$ cat config.mk
export PLATFORM = sky130hd
export DESIGN_NAME = dcache_top
export DESIGN_NICKNAME = d
export VERILOG_FILES = /design/src/hw/dcache_pkg.sv /design/src/hw/dcache_top.sv /design/src/hw/dcache_miss_unit.sv /design/src/hw/dcache_lookup.sv /design/src/hw/dcache_store.sv
export VERILOG_INCLUDE_DIRS = /design/src /design/src/hw
export SDC_FILE = /design/constraint.sdc
export NUM_CORES = 2
export LEC_CHECK = 0
export BUFFER_PORTS_ARGS = -buffer_cell sky130_fd_sc_hd__buf_2
export CORE_UTILIZATION = 45
export DETAILED_ROUTE_END_ITERATION = 6
export HOLD_SLACK_MARGIN = 0.08
export SETUP_SLACK_MARGIN = 0.3
export SLEW_MARGIN = 10
export SYNTH_ARGS = -nofsm -noshare
export SYNTH_HDL_FRONTEND = slang
export SYNTH_SLANG_ARGS = --single-unit
export TNS_END_PERCENT = 20
$ cat constraint.sdc
create_clock -name clk -period 15.8 [get_ports clk]
set_input_delay 0 -clock clk [delete_from_list [all_inputs] [get_ports clk]]
set_output_delay 0 -clock clk [all_outputs]
set_load 0.01 [all_outputs]
$ cat src/hw/dcache_macros.svh
`ifndef DCACHE_MACROS_SVH
`define DCACHE_MACROS_SVH

// Cache geometry shared by the RTL and the testbench

// Byte address width on both the CPU and memory ports
`define DCACHE_ADDR_W 32

// Data word width, also the memory beat width
`define DCACHE_WORD_W 32

// Number of lines in the direct-mapped array
`define DCACHE_SETS 16

// Words per line, one memory beat each
`define DCACHE_LINE_WORDS 4

`endif
$ cat src/hw/dcache_pkg.sv
`include "dcache_macros.svh"

package dcache_pkg;

    // Derived address field widths
    localparam int BYTE_OFF_W = $clog2(`DCACHE_WORD_W / 8);
    localparam int OFFSET_W   = $clog2(`DCACHE_LINE_WORDS);
    localparam int INDEX_W    = $clog2(`DCACHE_SETS);
    localparam int TAG_W      = `DCACHE_ADDR_W - INDEX_W - OFFSET_W - BYTE_OFF_W;
    localparam int BE_W       = `DCACHE_WORD_W / 8;

    typedef logic [`DCACHE_ADDR_W-1:0] addr_t;
    typedef logic [`DCACHE_WORD_W-1:0] word_t;
    typedef logic [INDEX_W-1:0]        index_t;
    typedef logic [OFFSET_W-1:0]       offset_t;
    typedef logic [TAG_W-1:0]          tag_t;

    typedef enum logic {
        OP_READ,
        OP_WRITE
    } cpu_op_e;

    typedef struct packed {
        cpu_op_e           op;
        addr_t             addr;
        word_t             wdata;
        logic [BE_W-1:0]   be;
    } cpu_req_t;

    // One memory beat, address is word aligned
    typedef struct packed {
        logic  we;
        addr_t addr;
        word_t wdata;
    } mem_req_t;

    typedef logic [`DCACHE_LINE_WORDS-1:0][`DCACHE_WORD_W-1:0] line_t;

    typedef struct packed {
        logic valid;
        logic dirty;
        tag_t tag;
    } tag_entry_t;

    // Everything the miss unit needs to evict and refill one set
    typedef struct packed {
        tag_entry_t victim;
        line_t      line;
        index_t     index;
        tag_t       tag;
    } miss_req_t;

    typedef enum logic [2:0] {
        MISS_IDLE,
        MISS_WB,
        MISS_RD_REQ,
        MISS_RD_WAIT,
        MISS_FILL
    } miss_state_e;

    typedef struct packed {
        logic       we;
        index_t     index;
        tag_entry_t entry;
        line_t      line;
    } store_wr_t;

    function automatic index_t addr_index(input addr_t addr);
        return addr[BYTE_OFF_W + OFFSET_W +: INDEX_W];
    endfunction

    function automatic tag_t addr_tag(input addr_t addr);
        return addr[`DCACHE_ADDR_W-1 -: TAG_W];
    endfunction

    function automatic offset_t addr_offset(input addr_t addr);
        return addr[BYTE_OFF_W +: OFFSET_W];
    endfunction

endpackage

$ cat src/hw/dcache_top.sv
`include "dcache_macros.svh"

module dcache_top (
    input  logic                 clk,
    input  logic                 rst,
    input  dcache_pkg::cpu_req_t req,
    input  logic                 req_valid,
    output logic                 req_ready,
    output dcache_pkg::word_t    resp_rdata,
    output logic                 resp_valid,
    input  logic                 resp_ready,
    output dcache_pkg::mem_req_t mem_req,
    output logic                 mem_req_valid,
    input  logic                 mem_req_ready,
    input  logic                 mem_rvalid,
    input  dcache_pkg::word_t    mem_rdata
);

    logic                   rd_en;
    dcache_pkg::index_t     rd_index;
    dcache_pkg::tag_entry_t rd_tag;
    dcache_pkg::line_t      rd_line;
    dcache_pkg::store_wr_t  store_wr;
    dcache_pkg::miss_req_t  miss;
    logic                   miss_valid;
    logic                   fill_valid;
    dcache_pkg::line_t      fill_line;

    // Stage 1 reads the arrays as a request is accepted
    assign rd_en    = req_valid && req_ready;
    assign rd_index = dcache_pkg::addr_index(req.addr);

    dcache_store u_store (
        .clk      (clk),
        .rst      (rst),
        .rd_en    (rd_en),
        .rd_index (rd_index),
        .wr       (store_wr),
        .rd_tag   (rd_tag),
        .rd_line  (rd_line)
    );

    dcache_lookup u_lookup (
        .clk        (clk),
        .rst        (rst),
        .req        (req),
        .req_valid  (req_valid),
        .req_ready  (req_ready),
        .rd_tag     (rd_tag),
        .rd_line    (rd_line),
        .store_wr   (store_wr),
        .resp_rdata (resp_rdata),
        .resp_valid (resp_valid),
        .resp_ready (resp_ready),
        .miss       (miss),
        .miss_valid (miss_valid),
        .fill_valid (fill_valid),
        .fill_line  (fill_line)
    );

    dcache_miss_unit u_miss_unit (
        .clk           (clk),
        .rst           (rst),
        .miss          (miss),
        .miss_valid    (miss_valid),
        .fill_valid    (fill_valid),
        .fill_line     (fill_line),
        .mem_req       (mem_req),
        .mem_req_valid (mem_req_valid),
        .mem_req_ready (mem_req_ready),
        .mem_rvalid    (mem_rvalid),
        .mem_rdata     (mem_rdata)
    );

endmodule

$ cat src/hw/dcache_miss_unit.sv
`include "dcache_macros.svh"

module dcache_miss_unit (
    input  logic                  clk,
    input  logic                  rst,
    input  dcache_pkg::miss_req_t miss,
    input  logic                  miss_valid,
    output logic                  fill_valid,
    output dcache_pkg::line_t     fill_line,
    output dcache_pkg::mem_req_t  mem_req,
    output logic                  mem_req_valid,
    input  logic                  mem_req_ready,
    input  logic                  mem_rvalid,
    input  dcache_pkg::word_t     mem_rdata
);

    dcache_pkg::miss_state_e state;
    dcache_pkg::miss_state_e state_next;

    dcache_pkg::miss_req_t miss_q;
    dcache_pkg::line_t     line_buf;
    // Word within the line, shared by write-back and refill
    dcache_pkg::offset_t   beat;
    logic                  last_beat;
    logic                  beat_done;
    dcache_pkg::tag_t      beat_tag;

    assign last_beat = (beat == dcache_pkg::offset_t'(`DCACHE_LINE_WORDS - 1));

    assign beat_done = ((state == dcache_pkg::MISS_WB) && mem_req_ready) ||
                       ((state == dcache_pkg::MISS_RD_WAIT) && mem_rvalid);

    always_comb begin
        state_next = state;
        case (state)
            dcache_pkg::MISS_IDLE: begin
                if (miss_valid) begin
                    if (miss.victim.valid && miss.victim.dirty) begin
                        state_next = dcache_pkg::MISS_WB;
                    end else begin
                        state_next = dcache_pkg::MISS_RD_REQ;
                    end
                end
            end
            dcache_pkg::MISS_WB: begin
                if (mem_req_ready && last_beat) begin
                    state_next = dcache_pkg::MISS_RD_REQ;
                end
            end
            dcache_pkg::MISS_RD_REQ: begin
                if (mem_req_ready) begin
                    state_next = dcache_pkg::MISS_RD_WAIT;
                end
            end
            dcache_pkg::MISS_RD_WAIT: begin
                if (mem_rvalid) begin
                    state_next = last_beat ? dcache_pkg::MISS_FILL : dcache_pkg::MISS_RD_REQ;
                end
            end
            dcache_pkg::MISS_FILL: begin
                state_next = dcache_pkg::MISS_IDLE;
            end
            default: begin
                state_next = dcache_pkg::MISS_IDLE;
            end
        endcase
    end

    // Counter wraps after the last write beat, ready for the refill
    always_ff @(posedge clk) begin
        if (rst) begin
            state <= dcache_pkg::MISS_IDLE;
            beat  <= '0;
        end else begin
            state <= state_next;
            if (state == dcache_pkg::MISS_IDLE) begin
                beat <= '0;
            end else if (beat_done) begin
                beat <= beat + 1'b1;
            end
        end
    end

    always_ff @(posedge clk) begin
        if ((state == dcache_pkg::MISS_IDLE) && miss_valid) begin
            miss_q <= miss;
        end
        if ((state == dcache_pkg::MISS_RD_WAIT) && mem_rvalid) begin
            line_buf[beat] <= mem_rdata;
        end
    end

    // Victim tag while writing back, missed tag while refilling
    assign beat_tag = (state == dcache_pkg::MISS_WB) ? miss_q.victim.tag : miss_q.tag;

    always_comb begin
        mem_req_valid = (state == dcache_pkg::MISS_WB) || (state == dcache_pkg::MISS_RD_REQ);
        mem_req.we    = (state == dcache_pkg::MISS_WB);
        mem_req.addr  = {beat_tag, miss_q.index, beat, {dcache_pkg::BYTE_OFF_W{1'b0}}};
        mem_req.wdata = miss_q.line[beat];
    end

    assign fill_valid = (state == dcache_pkg::MISS_FILL);
    assign fill_line  = line_buf;

endmodule

$ cat src/hw/dcache_lookup.sv
`include "dcache_macros.svh"

module dcache_lookup (
    input  logic                   clk,
    input  logic                   rst,
    input  dcache_pkg::cpu_req_t   req,
    input  logic                   req_valid,
    output logic                   req_ready,
    input  dcache_pkg::tag_entry_t rd_tag,
    input  dcache_pkg::line_t      rd_line,
    output dcache_pkg::store_wr_t  store_wr,
    output dcache_pkg::word_t      resp_rdata,
    output logic                   resp_valid,
    input  logic                   resp_ready,
    output dcache_pkg::miss_req_t  miss,
    output logic                   miss_valid,
    input  logic                   fill_valid,
    input  dcache_pkg::line_t      fill_line
);

    function automatic dcache_pkg::word_t merge_word(
        input dcache_pkg::word_t          old_word,
        input dcache_pkg::word_t          new_word,
        input logic [dcache_pkg::BE_W-1:0] be
    );
        dcache_pkg::word_t result;
        result = old_word;
        for (int b = 0; b < `DCACHE_WORD_W / 8; b++) begin
            if (be[b]) begin
                result[b*8 +: 8] = new_word[b*8 +: 8];
            end
        end
        return result;
    endfunction

    dcache_pkg::cpu_req_t s2_req;
    logic                 s2_valid;
    // Miss handed off, waiting for the refill
    logic                 s2_miss;
    // Refill written, response comes from fill_word
    logic                 s2_filled;
    dcache_pkg::word_t    fill_word;

    dcache_pkg::index_t  s2_index;
    dcache_pkg::offset_t s2_offset;
    dcache_pkg::tag_t    s2_tag;
    logic                is_write;
    logic                tag_match;
    logic                hit;
    logic                hand_off;
    logic                accept;
    dcache_pkg::line_t   src_line;
    dcache_pkg::line_t   merged_line;

    assign s2_index  = dcache_pkg::addr_index(s2_req.addr);
    assign s2_offset = dcache_pkg::addr_offset(s2_req.addr);
    assign s2_tag    = dcache_pkg::addr_tag(s2_req.addr);
    assign is_write  = (s2_req.op == dcache_pkg::OP_WRITE);

    // Store outputs line up with s2_req one cycle after acceptance
    assign tag_match  = rd_tag.valid && (rd_tag.tag == s2_tag);
    assign hit        = s2_valid && !s2_miss && tag_match;
    assign miss_valid = s2_valid && !s2_miss && !tag_match;

    assign resp_valid = hit || (s2_valid && s2_filled);
    assign hand_off   = resp_valid && resp_ready;
    assign req_ready  = !s2_valid || hand_off;
    assign accept     = req_valid && req_ready;

    // Old word, before any merge
    assign resp_rdata = s2_filled ? fill_word : rd_line[s2_offset];

    assign src_line = fill_valid ? fill_line : rd_line;

    always_comb begin
        merged_line = src_line;
        if (is_write) begin
            merged_line[s2_offset] = merge_word(src_line[s2_offset], s2_req.wdata, s2_req.be);
        end
    end

    // Write hits are committed on hand-off so held data stays stable
    always_comb begin
        store_wr.we          = fill_valid || (hit && is_write && resp_ready);
        store_wr.index       = s2_index;
        store_wr.entry.valid = 1'b1;
        store_wr.entry.dirty = is_write;
        store_wr.entry.tag   = s2_tag;
        store_wr.line        = merged_line;
    end

    always_comb begin
        miss.victim = rd_tag;
        miss.line   = rd_line;
        miss.index  = s2_index;
        miss.tag    = s2_tag;
    end

    always_ff @(posedge clk) begin
        if (rst) begin
            s2_valid  <= 1'b0;
            s2_miss   <= 1'b0;
            s2_filled <= 1'b0;
        end else begin
            if (accept) begin
                s2_valid <= 1'b1;
            end else if (hand_off) begin
                s2_valid <= 1'b0;
            end
            if (hand_off) begin
                s2_miss   <= 1'b0;
                s2_filled <= 1'b0;
            end else begin
                if (miss_valid) begin
                    s2_miss <= 1'b1;
                end
                if (fill_valid) begin
                    s2_filled <= 1'b1;
                end
            end
        end
    end

    always_ff @(posedge clk) begin
        if (accept) begin
            s2_req <= req;
        end
        if (fill_valid) begin
            fill_word <= fill_line[s2_offset];
        end
    end

endmodule

$ cat src/hw/dcache_store.sv
`include "dcache_macros.svh"

module dcache_store (
    input  logic                   clk,
    input  logic                   rst,
    input  logic                   rd_en,
    input  dcache_pkg::index_t     rd_index,
    input  dcache_pkg::store_wr_t  wr,
    output dcache_pkg::tag_entry_t rd_tag,
    output dcache_pkg::line_t      rd_line
);

    // Valid bits live in flops so reset can clear all of them at once
    logic [`DCACHE_SETS-1:0] valid_q;

    logic               dirty_mem [`DCACHE_SETS];
    dcache_pkg::tag_t   tag_mem   [`DCACHE_SETS];
    dcache_pkg::line_t  line_mem  [`DCACHE_SETS];

    logic bypass;

    // Same-cycle write to the set being read
    assign bypass = wr.we && (wr.index == rd_index);

    always_ff @(posedge clk) begin
        if (rst) begin
            valid_q <= '0;
        end else if (wr.we) begin
            valid_q[wr.index] <= wr.entry.valid;
        end
    end

    always_ff @(posedge clk) begin
        if (wr.we) begin
            dirty_mem[wr.index] <= wr.entry.dirty;
            tag_mem[wr.index]   <= wr.entry.tag;
            line_mem[wr.index]  <= wr.line;
        end
    end

    // Synchronous read, outputs hold while rd_en is low
    always_ff @(posedge clk) begin
        if (rd_en) begin
            if (bypass) begin
                rd_tag  <= wr.entry;
                rd_line <= wr.line;
            end else begin
                rd_tag.valid <= valid_q[rd_index];
                rd_tag.dirty <= dirty_mem[rd_index];
                rd_tag.tag   <= tag_mem[rd_index];
                rd_line      <= line_mem[rd_index];
            end
        end
    end

endmodule

==> impl_metrics.csv <==
group,metric,value,unit
finish,drive_above_1_share,0.292,
global_routing,grt_pass1_vias,58500,
synthesis,synth_most_common_cell,"edfxtp_1",
job,maxCapViolCount,0,
synthesis,ys_ff_latch,3033,
clocking,cts_tree,"built",
die,ioPinCount,207,
placement,io_buffers,202,
worst_setup_path,reg2reg_slack,9.44,ns
die,core,0.259,sq mm
worst_setup_path,worst_ep_required_time,16.33,ns
sta,slew_headroom,0.190,
finish,seq_area,0.0908,sq mm
die,dieHeight,513,um
drt,dr.pass1.iters,6,
clocking,ctsLongestPathBuffers,4,
clocking,clk_pin_slew,0.06,ns
power,intPower,0.0137,W
worst_setup_path,cp-start-kind,"flop",
placement,dp_cells,8863,
power,switching_share,0.213,
power,switchingPower,0.00370,W
synthesis,synth_flop_cell,"edfxtp_1",
synthesis,synth_largest_area_cell,"edfxtp_1",
global_routing,grt_max_degree,129,
synthesis,syn_area_per_cell,21.7,sq um
placement,gp_congestion,0.781,
synthesis,synth_edf_count,3009,
synthesis,synth_cell_type_count,43,
worst_setup_path,crit_top_cell,"buf_4",
drt,drt_iter0_markers,6056,
synthesis,yosysSeqAreaShare,0.774,
global_routing,grt_pass1_wl,425,mm
die,die_area,0.263,sq mm
worst_setup_path,arrival,6.89,ns
drt,wl_per_cell,30.9,um
global_routing,grt_overflow,0,
global_routing,grtUsageTotal,0.225,
power,powerDensity,128,mW/mm^2
die,die_w,513,um
clocking,numCtsBuffers,326,
sta,final.min_clock_period,6.36,ns
worst_setup_path,path_buf_inv,3,
drt,ant_nets,0,
synthesis,synth_cells,5413,
synthesis,ys_top_cells_by_count,"edfxtp_1, mux4_2, nand2_1, mux2_2, clkbuf_1",
drt,wl,298,mm
die,placementRows,187,
clocking,cts_hold_repair.buffers,212,
worst_setup_path,critPathMaxFanout,52,
power,leakage,43.3,nW
clocking,cts.sinks,3033,
finish,multi_input_area,0.0259,sq mm
worst_setup_path,slowest_delay,0.87,ns
power,pwr-share-comb,0.057,
synthesis,ys_warn_count,0,
power,irDropWorstVdd,121,uV
synthesis,async_flop_share,0,
min_path,hold_path_class,"primary input to flop",
status,status,"complete, no violations",
global_routing,antenna_found_initial,22,
synthesis,mappedNetlistArea,0.117,sq mm
placement,dp_hpwl,150,mm
synthesis,yosysTopAreaCellShare,0.769,
clocking,cts-htree-levels,5,
worst_setup_path,endpoint_kind,"flop",
power,power.clock.fraction,0.419,
sta,max_freq,157,MHz
finish,stdcell_count,9644,
power,seqPwrFrac,0.525,
drt,drc,0,
sta,hold_violations,0,
die,start_util,0.453,
worst_setup_path,cpLargestDelayFamily,"buffers and inverters",
clocking,cts_setup_buffers,0,
synthesis,synth_area_leaders,"edfxtp_1, mux4_2, mux2_2",
drt,num_vias,57700,
sta,finalMaxSlewViolations,0,
sta,grt_setup_unrepaired,"false",
clocking,cts_resized,0,
clocking,clock_latency,0.95,ns
sta,worst_pin_slew,1.21,ns
sta,fin_crit_sh,0.403,
finish,num-fill-cells,20100,
worst_setup_path,slowest_stage,"buf_4",
clocking,ctsRootBufferMaster,"clkbuf_16",
worst_setup_path,worstSetupPathType,"flop to flop",
finish,final_util,0.523,
sta,skew,0.0956,ns
finish,syn2layout_area_growth,15.5,%
sta,fin_tns_setup,0,ns
drt,vias_per_cell,5.99,
finish,layout.nets,6112,
worst_setup_path,path_cells,"xor2_1 > nor4_1 > nand3_1 > or2_2 > o311ai_0 > and2_4 > buf_4 > buf_4 > buf_4",
sta,setup_viol,0,
[worst min-delay path: stages]
cell and delay [ns]:
dlygate4sd3_1 0.54, buf_2 0.20, a21oi_1 0.14, mux2i_1 0.17
nor3_1 0.05
[power groups by stage]
stage          clock [W]  combinational, W  sequential (W)
2_1_floorplan          0          0.000594         0.00928
3_3_place_gp           0          0.000925         0.00929
3_5_place_dp           0          0.000941         0.00930
4_1_cts          0.00740          0.000988         0.00913
5_1_grt          0.00769           0.00105         0.00914
6_report         0.00728          0.000986         0.00913
[per-stage QoR]
stage / total power (W) / cell area, sq um / setup WS [ns] / hold WS, ns
6_report: 0.0174 / 136000 / 9.44 / 0.199
5_1_grt: 0.0179 / 136000 / 9.06 / 0.203
4_1_cts: 0.0175 / 135000 / 9.24 / 0.0973
3_5_place_dp: 0.0102 / 123000 / 9.21 / 0.178
3_3_place_gp: 0.0102 / 123000 / 9.24 / 0.177
2_1_floorplan: 0.00987 / 117000 / 2.09 / 0.0965
[layout make-up]
cell class                      instances  share of cell area
Sequential cell                      3033               0.670
Multi-Input combinational cell       2059               0.191
Clock buffer                          390              0.0623
Timing Repair Buffer                  570              0.0328
Tap cell                             3402              0.0314
Clock inverter                        173              0.0118
Inverter                               11            0.000341
Antenna cell                            6            0.000111
[cells by family after synthesis]
group | count (synthesis) | share of synthesized area
AOI/OAI and AO/OA | 463 | 0.0245
buffers and inverters | 322 | 0.0111
and+or+nand+nor | 450 | 0.0154
adders and majority gates | 4 | 0.000426
muxes | 1110 | 0.173
xor gates and xnor gates | 30 | 0.00224
DFF | 3033 | 0.774
other | 1 | 0.0000319
[cells in the final DEF (no fill, tap or decap), types with 9 or more instances in the layout]
| master | synthesis | final |
|---|---|---|
| nand2_1 | 253 | 252 |
| o21ai_0 | 188 | 187 |
| a31oi_2 | 0 | 78 |
| nor3_2 | 0 | 11 |
| a31oi_1 | 98 | 20 |
| clkinv_1 | 0 | 69 |
| a21oi_1 | 12 | 12 |
| mux2_2 | 204 | 204 |
| buf_4 | 12 | 148 |
| mux4_2 | 713 | 713 |
| buf_2 | 30 | 198 |
| clkbuf_1 | 190 | 62 |
| dlygate4sd3_1 | 0 | 212 |
| clkinv_2 | 0 | 49 |
| xor2_1 | 15 | 15 |
| a22oi_1 | 153 | 153 |
| clkbuf_16 | 0 | 328 |
| nor2_1 | 140 | 134 |
| bufinv_16 | 0 | 28 |
| xnor2_1 | 15 | 15 |
| inv_6 | 0 | 9 |
| edfxtp_1 | 3009 | 3009 |
| clkinvlp_4 | 0 | 13 |
| inv_1 | 10 | 10 |
| dfxtp_1 | 24 | 21 |
| mux2i_1 | 188 | 188 |
[routing by layer]
| layer | global-route usage | share of wire | vias to the layer above |
|---|---|---|---|
| met3 | 0.0339 | 0.065 | 410 |
| met5 | 0 | 0.00020 | - |
| met4 | 0.0526 | 0.021 | 10 |
| met2 | 0.365 | 0.49 | 2092 |
| li1 | - | - | 23900 |
| met1 | 0.323 | 0.43 | 31300 |
[worst paths after layout]
path                                 startpoint                           endpoint  cells after the start
setup / recovery    u_lookup.miss[11]$_DFFE_PP_      u_lookup.s2_req[24]$_DFFE_PP_                      9
hold / removal                    mem_req_ready   u_miss_unit.beat[1]$_SDFFE_PP0P_                      5
setup reg to reg    u_lookup.miss[11]$_DFFE_PP_      u_lookup.s2_req[24]$_DFFE_PP_                      9
hold reg to reg   u_store.rd_line[76]$_DFFE_PP_  u_miss_unit.miss_q[104]$_DFFE_PP_                      0
[state kept, by name, indices dropped and copies added (netlist names), 2 cells and up]
name                   cells
u_store.rd_tag            26
u_lookup.miss             28
u_store.valid_q           16
u_miss_unit.fill_line    128
u_miss_unit.miss_q       176
u_store.tag_mem          384
u_store.line_mem        2048
u_lookup.s2_req           36
u_miss_unit.beat           2
u_miss_unit.state          3
u_store.rd_line          128
u_lookup.fill_word        32
u_miss_unit.mem_req        4
u_lookup.s2_offset         2
u_store.dirty_mem         16
No activity file was read; power rests on OpenSTA's default activity.
